**src/common/mips_pkg.sv**
```systemverilog
package mips_pkg;

    parameter int data_width     = 32;
    parameter int reg_addr_width = 5;

    typedef logic [data_width-1:0]     word_t;
    typedef logic [reg_addr_width-1:0] reg_addr_t;

    // primary opcode field, instr[31:26]
    typedef enum logic [5:0] {
        op_special = 6'h00,
        op_j       = 6'h02,
        op_beq     = 6'h04,
        op_bne     = 6'h05,
        op_addiu   = 6'h09,
        op_ori     = 6'h0d,
        op_lui     = 6'h0f
    } opcode_e;

    // function field for op_special, instr[5:0]
    typedef enum logic [5:0] {
        fn_addu = 6'h21,
        fn_subu = 6'h23,
        fn_and  = 6'h24,
        fn_or   = 6'h25,
        fn_xor  = 6'h26,
        fn_slt  = 6'h2a
    } funct_e;

    typedef enum logic [2:0] {
        alu_add,
        alu_sub,
        alu_and,
        alu_or,
        alu_xor,
        alu_slt,
        alu_lui
    } alu_op_e;

    typedef enum logic [1:0] {
        br_none,
        br_beq,
        br_bne,
        br_j
    } branch_e;

endpackage

```
**src/decode/decode_stage.sv**
```systemverilog
`timescale 1ns/1ns

module decode_stage (
    input  logic                aclk,
    input  logic                reset,
    input  logic                redirect,
    input  mips_pkg::word_t     if_pc,
    input  mips_pkg::word_t     if_instr,
    input  logic                wb_wen,
    input  mips_pkg::reg_addr_t wb_dst,
    input  mips_pkg::word_t     wb_result,
    output mips_pkg::word_t     id_pc,
    output mips_pkg::word_t     id_rs_val,
    output mips_pkg::word_t     id_rt_val,
    output mips_pkg::reg_addr_t id_rs,
    output mips_pkg::reg_addr_t id_rt,
    output mips_pkg::word_t     id_imm,
    output logic                id_use_imm,
    output mips_pkg::alu_op_e   id_alu_op,
    output mips_pkg::branch_e   id_branch,
    output logic [25:0]         id_jump_index,
    output mips_pkg::reg_addr_t id_dst,
    output logic                id_wen
);
    import mips_pkg::*;

    opcode_e   opcode;
    funct_e    funct;
    reg_addr_t rs;
    reg_addr_t rt;
    word_t     rs_val;
    word_t     rt_val;
    word_t     imm;
    logic      use_imm;
    alu_op_e   alu_op;
    branch_e   branch;
    reg_addr_t dst;
    logic      valid;                          // encoding is one we execute
    logic      wen;

    assign opcode = opcode_e'(if_instr[31:26]);
    assign funct  = funct_e'(if_instr[5:0]);
    assign rs     = if_instr[25:21];
    assign rt     = if_instr[20:16];

    reg_file i_reg_file (
        .aclk   (aclk),
        .reset  (reset),
        .rs     (rs),
        .rt     (rt),
        .wen    (wb_wen),
        .wdst   (wb_dst),
        .wdata  (wb_result),
        .rs_val (rs_val),
        .rt_val (rt_val)
    );

    always_comb begin
        alu_op  = alu_add;
        use_imm = 1'b0;
        imm     = {{16{if_instr[15]}}, if_instr[15:0]};   // sign extended by default
        branch  = br_none;
        dst     = if_instr[15:11];             // rd for R-type
        valid   = 1'b1;
        case (opcode)
            op_special: begin
                case (funct)
                    fn_addu: alu_op = alu_add;
                    fn_subu: alu_op = alu_sub;
                    fn_and:  alu_op = alu_and;
                    fn_or:   alu_op = alu_or;
                    fn_xor:  alu_op = alu_xor;
                    fn_slt:  alu_op = alu_slt;
                    default: valid = 1'b0;
                endcase
            end
            op_addiu: begin
                use_imm = 1'b1;
                dst     = rt;
            end
            op_ori: begin
                alu_op  = alu_or;
                use_imm = 1'b1;
                imm     = {16'h0, if_instr[15:0]};
                dst     = rt;
            end
            op_lui: begin
                alu_op  = alu_lui;
                use_imm = 1'b1;
                imm     = {16'h0, if_instr[15:0]};
                dst     = rt;
            end
            op_beq:  branch = br_beq;
            op_bne:  branch = br_bne;
            op_j:    branch = br_j;
            default: valid = 1'b0;             // unsupported encoding runs as a bubble
        endcase
    end

    assign wen = valid && (branch == br_none) && (dst != '0);

    // decode/execute register
    always_ff @(posedge aclk) begin
        if (reset || redirect) begin
            id_pc         <= '0;
            id_rs_val     <= '0;
            id_rt_val     <= '0;
            id_rs         <= '0;
            id_rt         <= '0;
            id_imm        <= '0;
            id_use_imm    <= 1'b0;
            id_alu_op     <= alu_add;
            id_branch     <= br_none;
            id_jump_index <= '0;
            id_dst        <= '0;
            id_wen        <= 1'b0;
        end else begin
            id_pc         <= if_pc;
            id_rs_val     <= rs_val;
            id_rt_val     <= rt_val;
            id_rs         <= rs;
            id_rt         <= rt;
            id_imm        <= imm;
            id_use_imm    <= use_imm;
            id_alu_op     <= alu_op;
            id_branch     <= branch;
            id_jump_index <= if_instr[25:0];
            id_dst        <= dst;
            id_wen        <= wen;
        end
    end

endmodule

```
**src/decode/reg_file.sv**
```systemverilog
`timescale 1ns/1ns

module reg_file (
    input  logic              aclk,
    input  logic              reset,
    input  mips_pkg::reg_addr_t rs,
    input  mips_pkg::reg_addr_t rt,
    input  logic              wen,
    input  mips_pkg::reg_addr_t wdst,
    input  mips_pkg::word_t   wdata,
    output mips_pkg::word_t   rs_val,
    output mips_pkg::word_t   rt_val
);
    import mips_pkg::*;

    word_t regs [32];

    always_ff @(posedge aclk) begin
        if (reset) begin
            regs <= '{default: '0};
        end else if (wen && wdst != '0) begin
            regs[wdst] <= wdata;
        end
    end

    // r0 is hardwired, a same-cycle write is passed straight through
    assign rs_val = (rs == '0) ? '0 : (wen && wdst == rs) ? wdata : regs[rs];
    assign rt_val = (rt == '0) ? '0 : (wen && wdst == rt) ? wdata : regs[rt];

endmodule

```
**src/execute/execute_stage.sv**
```systemverilog
`timescale 1ns/1ns

module execute_stage (
    input  mips_pkg::word_t     id_pc,
    input  mips_pkg::word_t     id_rs_val,
    input  mips_pkg::word_t     id_rt_val,
    input  mips_pkg::reg_addr_t id_rs,
    input  mips_pkg::reg_addr_t id_rt,
    input  mips_pkg::word_t     id_imm,
    input  logic                id_use_imm,
    input  mips_pkg::alu_op_e   id_alu_op,
    input  mips_pkg::branch_e   id_branch,
    input  logic [25:0]         id_jump_index,
    input  mips_pkg::reg_addr_t id_dst,
    input  logic                id_wen,
    input  logic                wb_wen,
    input  mips_pkg::reg_addr_t wb_dst,
    input  mips_pkg::word_t     wb_result,
    output mips_pkg::word_t     ex_pc,
    output mips_pkg::word_t     ex_result,
    output mips_pkg::reg_addr_t ex_dst,
    output logic                ex_wen,
    output logic                redirect,
    output mips_pkg::word_t     redirect_pc
);
    import mips_pkg::*;

    word_t src_a;
    word_t src_b;
    word_t alu_b;
    word_t pc_plus4;
    word_t branch_target;
    word_t jump_target;
    logic  equal;

    // bypass from the retiring instruction, distance 1
    assign src_a = (wb_wen && wb_dst == id_rs) ? wb_result : id_rs_val;
    assign src_b = (wb_wen && wb_dst == id_rt) ? wb_result : id_rt_val;
    assign alu_b = id_use_imm ? id_imm : src_b;

    always_comb begin
        case (id_alu_op)
            alu_add: ex_result = src_a + alu_b;
            alu_sub: ex_result = src_a - alu_b;
            alu_and: ex_result = src_a & alu_b;
            alu_or:  ex_result = src_a | alu_b;
            alu_xor: ex_result = src_a ^ alu_b;
            alu_slt: ex_result = word_t'($signed(src_a) < $signed(alu_b));
            alu_lui: ex_result = {alu_b[15:0], 16'h0};
            default: ex_result = '0;
        endcase
    end

    assign pc_plus4      = id_pc + 32'd4;
    assign branch_target = pc_plus4 + {id_imm[data_width-3:0], 2'b00};
    assign jump_target   = {pc_plus4[31:28], id_jump_index, 2'b00};
    assign equal         = (src_a == src_b);

    // only place the branch condition is tested
    always_comb begin
        case (id_branch)
            br_beq:  redirect = equal;
            br_bne:  redirect = !equal;
            br_j:    redirect = 1'b1;
            default: redirect = 1'b0;
        endcase
    end

    assign redirect_pc = (id_branch == br_j) ? jump_target : branch_target;

    assign ex_pc  = id_pc;
    assign ex_dst = id_dst;
    assign ex_wen = id_wen;                    // branches already carry wen low

endmodule

```
**src/fetch/fetch_stage.sv**
```systemverilog
`timescale 1ns/1ns

module fetch_stage #(
    parameter mips_pkg::word_t reset_vector = 32'hbfc0_0000
) (
    input  logic            aclk,
    input  logic            reset,
    input  logic            redirect,      // taken branch or jump in execute
    input  mips_pkg::word_t redirect_pc,
    input  mips_pkg::word_t imem_rdata,    // same-cycle instruction read
    output mips_pkg::word_t imem_addr,
    output mips_pkg::word_t if_pc,
    output mips_pkg::word_t if_instr
);
    import mips_pkg::*;

    word_t pc;

    assign imem_addr = pc;

    always_ff @(posedge aclk) begin
        if (reset) begin
            pc <= reset_vector;
        end else if (redirect) begin
            pc <= redirect_pc;
        end else begin
            pc <= pc + 32'd4;
        end
    end

    // fetch/decode register
    // the word fetched alongside a redirect is squashed
    always_ff @(posedge aclk) begin
        if (reset || redirect) begin
            if_pc    <= '0;
            if_instr <= '0;                    // all-zero word decodes as a bubble
        end else begin
            if_pc    <= pc;
            if_instr <= imem_rdata;
        end
    end

endmodule

```
**src/verilog/mycpu_top.sv**
```systemverilog
`timescale 1ns/1ns

module mycpu_top #(
    parameter mips_pkg::word_t reset_vector = 32'hbfc0_0000
) (
    input  logic                aclk,
    input  logic                reset,
    input  mips_pkg::word_t     imem_rdata,
    output mips_pkg::word_t     imem_addr,
    output mips_pkg::word_t     debug_wb_pc,
    output mips_pkg::word_t     debug_wb_rf_wdata,
    output logic [3:0]          debug_wb_rf_wen,
    output mips_pkg::reg_addr_t debug_wb_rf_wnum
);
    import mips_pkg::*;

    word_t       if_pc;
    word_t       if_instr;
    word_t       id_pc;
    word_t       id_rs_val;
    word_t       id_rt_val;
    reg_addr_t   id_rs;
    reg_addr_t   id_rt;
    word_t       id_imm;
    logic        id_use_imm;
    alu_op_e     id_alu_op;
    branch_e     id_branch;
    logic [25:0] id_jump_index;
    reg_addr_t   id_dst;
    logic        id_wen;
    word_t       ex_pc;
    word_t       ex_result;
    reg_addr_t   ex_dst;
    logic        ex_wen;
    logic        redirect;                     // flushes fetch and decode
    word_t       redirect_pc;
    word_t       wb_pc;
    word_t       wb_result;
    reg_addr_t   wb_dst;
    logic        wb_wen;

    fetch_stage #(
        .reset_vector (reset_vector)
    ) i_fetch_stage (
        .aclk        (aclk),
        .reset       (reset),
        .redirect    (redirect),
        .redirect_pc (redirect_pc),
        .imem_rdata  (imem_rdata),
        .imem_addr   (imem_addr),
        .if_pc       (if_pc),
        .if_instr    (if_instr)
    );

    decode_stage i_decode_stage (
        .aclk          (aclk),
        .reset         (reset),
        .redirect      (redirect),
        .if_pc         (if_pc),
        .if_instr      (if_instr),
        .wb_wen        (wb_wen),
        .wb_dst        (wb_dst),
        .wb_result     (wb_result),
        .id_pc         (id_pc),
        .id_rs_val     (id_rs_val),
        .id_rt_val     (id_rt_val),
        .id_rs         (id_rs),
        .id_rt         (id_rt),
        .id_imm        (id_imm),
        .id_use_imm    (id_use_imm),
        .id_alu_op     (id_alu_op),
        .id_branch     (id_branch),
        .id_jump_index (id_jump_index),
        .id_dst        (id_dst),
        .id_wen        (id_wen)
    );

    execute_stage i_execute_stage (
        .id_pc         (id_pc),
        .id_rs_val     (id_rs_val),
        .id_rt_val     (id_rt_val),
        .id_rs         (id_rs),
        .id_rt         (id_rt),
        .id_imm        (id_imm),
        .id_use_imm    (id_use_imm),
        .id_alu_op     (id_alu_op),
        .id_branch     (id_branch),
        .id_jump_index (id_jump_index),
        .id_dst        (id_dst),
        .id_wen        (id_wen),
        .wb_wen        (wb_wen),
        .wb_dst        (wb_dst),
        .wb_result     (wb_result),
        .ex_pc         (ex_pc),
        .ex_result     (ex_result),
        .ex_dst        (ex_dst),
        .ex_wen        (ex_wen),
        .redirect      (redirect),
        .redirect_pc   (redirect_pc)
    );

    writeback_stage i_writeback_stage (
        .aclk      (aclk),
        .reset     (reset),
        .ex_pc     (ex_pc),
        .ex_result (ex_result),
        .ex_dst    (ex_dst),
        .ex_wen    (ex_wen),
        .wb_pc     (wb_pc),
        .wb_result (wb_result),
        .wb_dst    (wb_dst),
        .wb_wen    (wb_wen)
    );

    // golden trace
    assign debug_wb_pc       = wb_pc;
    assign debug_wb_rf_wdata = wb_result;
    assign debug_wb_rf_wen   = {4{wb_wen}};   // byte enables, all or nothing
    assign debug_wb_rf_wnum  = wb_dst;

endmodule

```
**src/verilog/writeback_stage.sv**
```systemverilog
`timescale 1ns/1ns

module writeback_stage (
    input  logic                aclk,
    input  logic                reset,
    input  mips_pkg::word_t     ex_pc,
    input  mips_pkg::word_t     ex_result,
    input  mips_pkg::reg_addr_t ex_dst,
    input  logic                ex_wen,
    output mips_pkg::word_t     wb_pc,
    output mips_pkg::word_t     wb_result,
    output mips_pkg::reg_addr_t wb_dst,
    output logic                wb_wen
);

    // execute/writeback register, feeds the rf write port and the trace
    always_ff @(posedge aclk) begin
        if (reset) begin
            wb_pc     <= '0;
            wb_result <= '0;
            wb_dst    <= '0;
            wb_wen    <= 1'b0;
        end else begin
            wb_pc     <= ex_pc;
            wb_result <= ex_result;
            wb_dst    <= ex_dst;
            wb_wen    <= ex_wen;
        end
    end

endmodule
```
**config.mk**
```make
export PLATFORM = sky130hd
export DESIGN_NAME = mycpu_top
export DESIGN_NICKNAME = d
export VERILOG_FILES = /design/src/common/mips_pkg.sv /design/src/decode/decode_stage.sv /design/src/decode/reg_file.sv /design/src/execute/execute_stage.sv /design/src/fetch/fetch_stage.sv /design/src/verilog/mycpu_top.sv /design/src/verilog/writeback_stage.sv
export SDC_FILE = /design/constraint.sdc
export NUM_CORES = 2
export LEC_CHECK = 0
export BUFFER_PORTS_ARGS = -buffer_cell sky130_fd_sc_hd__buf_2
export CORE_UTILIZATION = 30
export DETAILED_ROUTE_END_ITERATION = 10
export PLACE_DENSITY = 0.46
export SYNTH_ARGS = -nofsm -noshare
export SYNTH_HDL_FRONTEND = slang
export SYNTH_SLANG_ARGS = --single-unit
```
**constraint.sdc**
```tcl
create_clock -name aclk -period 6.4 [get_ports aclk]
set_input_delay 0 -clock aclk [delete_from_list [all_inputs] [get_ports aclk]]
set_output_delay 0 -clock aclk [all_outputs]
set_load 0.01 [all_outputs]
```
==> metrics.txt <==
number of max-slew violations in the final report 0; routed vias/inst 5.595; Final #Nets 7,734; buffers and inverters on the worst path 0; Critical-path top delay cell sky130_fd_sc_hd__dfxtp_1; number of non-filler instances in the completed layout 10,730; cell count after synthesis 7,791; H-Tree Depth 4; number of distinct standard cells referenced by the synthesized netlist 83; Slowest Stage Delay on Critical Path 0.63 ns; fraction of registers with async set or reset after synthesis 0; placed cells 10,370; maximum number of pins on one net before global-route repair 202; synth top area cells sky130_fd_sc_hd__dfxtp_1, sky130_fd_sc_hd__mux4_2, sky130_fd_sc_hd__nand2_1; maximum count of clock buffers along a single path 3; CP Depth 17; unrepaired setup endpoints after global routing no; FMAX 167.9 MHz; most common cell in the netlist sky130_fd_sc_hd__nand2_1; global route total overflow 0; Area Growth Syn to Fin 13.46%; initial cell density of the core 0.3023; Post-CTS Setup Bufs 0; antenna violations before repair 16; fill count 23,430; nets in the synthesized netlist 7,956; Post-Route WL 293,400 um; crit share post-route 0.9308; detailed router's first-iteration violation count 6,900; CP top delay family compound AO/OA/AOI/OAI gates; antenna-violating nets left 0; combined area of the multi-input logic cells 40,080 um2; remaining design rule violation count 0; nature of the critical path endpoint flop; pwr dens 239.4 nW/um2; Critical Path Fanout Max 25; result of the run complete, no violations; critical-path cell list xnor2_1, nand2_1, or2_2, mux2_2, mux2_2, ha_1, nor2b_1, o21ai_0, a21oi_1, o32a_1, a221o_1, a22oi_1, o21ai_0, a2111oi_0, a21o_1, o31a_1, a21oi_1; Final Hold Fails 0; Leakage 0.02675 uW; arrival time of the worst setup path 6.65 ns; WL/cell 27.36 um; top-level port count 139; overall die width 483.8 um; data required time at the worst endpoint 7.10 ns; Yosys top cell by area sky130_fd_sc_hd__dfxtp_1; start-to-end type of the worst setup path reg -> reg; share of post-route cells with drive strength above 1 0.1750; footprint of the flip-flops and latches 26,590 um2; Die ar. 234,000 um2; detailed placer's ending HPWL 176,100 um; most frequent cells after synthesis sky130_fd_sc_hd__nand2_1, sky130_fd_sc_hd__dfxtp_1, sky130_fd_sc_hd__a21oi_1; endpoint of the most critical register-to-register path i_writeback_stage.wb_result[30]; Max-Cap Viols 0; cell area after technology mapping 69,630 um2; routability congestion estimate 0.9114; end-of-flow core utilization 0.3430; placeable core region 230,300 um2; Post-synth EDFFs 0; Placed Area 73,050 um2; number of synthesized register bits 1,325; final setup skew 0.05395 ns; iteration count of the initial detailed-routing pass 8; Worst R2R Start i_writeback_stage.wb_dst[1]; vias in the first global route 57,160; post-route standard cell area excluding fillers 79,000 um2; mean instance size in the synthesized netlist 8.937 um2; vias post-DR 60,000; Clock Tree Root sky130_fd_sc_hd__clkbuf_16; share of the synthesized area in the top cell type 0.3810; CP Capture Point i_writeback_stage.wb_result[30]; global-route wire length before repair 417,600 um; Core Rows 176; number of port buffers 138; worst setup slack for register-to-register paths 0.44 ns; Syn. warnings 0; critical path launch point type flop; highest ir drop seen on vdd 0.2680 mV; setup-violating endpoint count in the final report 0; clock period minus worst slack 5.957 ns; Hold/Removal Path Class in -> reg; GRT Util Overall 0.2441; launch point of the worst path i_writeback_stage.wb_dst[1]; sequential share of the synthesized area 0.3810; logic depth of the worst register-to-register path 17; Final WS setup 0.4430 ns; Clk Latency, worst-skew pair 0.84 ns; clock sinks 1,325; CTS resizes 0; commonest register cell after synthesis sky130_fd_sc_hd__dfxtp_1; Inserted Clock Buffers 154; Setup Total Neg Slack 0 ns; worst relative slew slack 0.1433; CTS tree built; transition time of the tightest slew-check pin 1.285 ns; die height 483.8 um; placement-stage worst setup slack 0.6022 ns; clock slew seen by the registers of the worst setup and hold paths 0.06 ns
layout by cell type, fill, tap and decap left out, types with 90 or more instances in the layout:
cell type	n
sky130_fd_sc_hd__nand2_1	2155
sky130_fd_sc_hd__dfxtp_1	1293
sky130_fd_sc_hd__a21oi_1	1204
sky130_fd_sc_hd__mux4_2	640
sky130_fd_sc_hd__nor2_1	311
sky130_fd_sc_hd__clkbuf_16	158
sky130_fd_sc_hd__buf_4	156
sky130_fd_sc_hd__and3_1	144
sky130_fd_sc_hd__buf_2	137
sky130_fd_sc_hd__ha_1	128
sky130_fd_sc_hd__inv_1	111
sky130_fd_sc_hd__mux2i_1	102
sky130_fd_sc_hd__xnor2_1	90
sequential cells by signal, summed over array words and instances, names as in the netlist, 5 cells and up:
name	flops
i_decode_stage.i_reg_file.regs	1024
i_decode_stage.id_pc	32
i_writeback_stage.wb_pc	32
i_writeback_stage.wb_dst	5
i_decode_stage.id_rs_val	32
i_decode_stage.id_dst	5
i_fetch_stage.imem_addr	32
i_fetch_stage.if_instr	32
i_writeback_stage.wb_result	32
i_decode_stage.id_jump_index	26
i_decode_stage.id_rt_val	32
i_fetch_stage.if_pc	32
how the worst min path moves through the flow:
stage               cells past startpoint           start                                   to
detailed placement                      2  imem_rdata[13]           i_fetch_stage.if_instr[13]
global placement                        2   imem_rdata[9]            i_fetch_stage.if_instr[9]
global route                            3           reset  i_decode_stage.i_reg_file.regs[396]
floorplan                               1   imem_rdata[0]            i_fetch_stage.if_instr[0]
finish                                  3           reset  i_decode_stage.i_reg_file.regs[416]
CTS                                     3           reset          i_writeback_stage.wb_pc[21]
cell type report:
type	count	share of cell area
flip-flops and latches	1325	0.3365
inverters	113	0.005401
diodes	4	0.0001267
repair buffers	374	0.03573
clock buffers	229	0.05798
multi-input cells	5601	0.5073
well taps	3026	0.04792
clock inverters	53	0.008980
per-stage QoR:
stage	total power [uW]	hold slack (ns)
after detailed placement	9777	0.2374
after CTS	19080	0.2048
after global routing	19470	0.2666
after global placement	9775	0.2375
after floorplan	9365	0.1525
final	18920	0.2458
kinds of logic (layout without fill, tap and decap cells):
| family | after synthesis | after routing | share of synthesized area |
|---|---|---|---|
| simple gates | 2948 | 2948 | 0.1736 |
| compound gates | 1604 | 1604 | 0.1288 |
| flops | 1325 | 1325 | 0.3810 |
| buf+inv | 865 | 769 | 0.04782 |
| mux | 759 | 759 | 0.2246 |
| xor+xnor | 159 | 159 | 0.02032 |
| fa+ha+maj | 131 | 131 | 0.02386 |
| other cells | 0 | 4 | 0 |
worst reg2reg max path, stage by stage, from the launching register on:
cell                        delay [ns]
sky130_fd_sc_hd__dfxtp_1          0.63
sky130_fd_sc_hd__xnor2_1          0.14
sky130_fd_sc_hd__nand2_1          0.27
sky130_fd_sc_hd__or2_2            0.60
sky130_fd_sc_hd__mux2_2           0.44
sky130_fd_sc_hd__mux2_2           0.31
sky130_fd_sc_hd__ha_1             0.42
sky130_fd_sc_hd__nor2b_1          0.19
sky130_fd_sc_hd__o21ai_0          0.19
sky130_fd_sc_hd__a21oi_1          0.12
sky130_fd_sc_hd__o32a_1           0.42
sky130_fd_sc_hd__a221o_1          0.43
sky130_fd_sc_hd__a22oi_1          0.44
sky130_fd_sc_hd__o21ai_0          0.31
sky130_fd_sc_hd__a2111oi_0        0.57
sky130_fd_sc_hd__a21o_1           0.16
sky130_fd_sc_hd__o31a_1           0.13
sky130_fd_sc_hd__a21oi_1          0.07
where the power goes:
group / switching, uW / internal [uW] / total, uW / leakage, uW
logic: 741 / 427 / 1170 / 0.0135
clock network: 3930 / 5360 / 9290 / 0.00259
registers: 144 / 8320 / 8460 / 0.0107
total: 4810 / 14100 / 18900 / 0.0267
layer usage:
metal,wire length [um],GRT usage
met3,26270,0.04733
met4,13100,0.1041
met1,122100,0.3284
met5,65,0
met2,131900,0.3801
timing repair:
item	4_1_cts	5_1_grt
hold endpoints to repair	124	0
hold buffers	65	0
setup endpoints to repair	0	0
No activity file was read; power rests on OpenSTA's default activity.
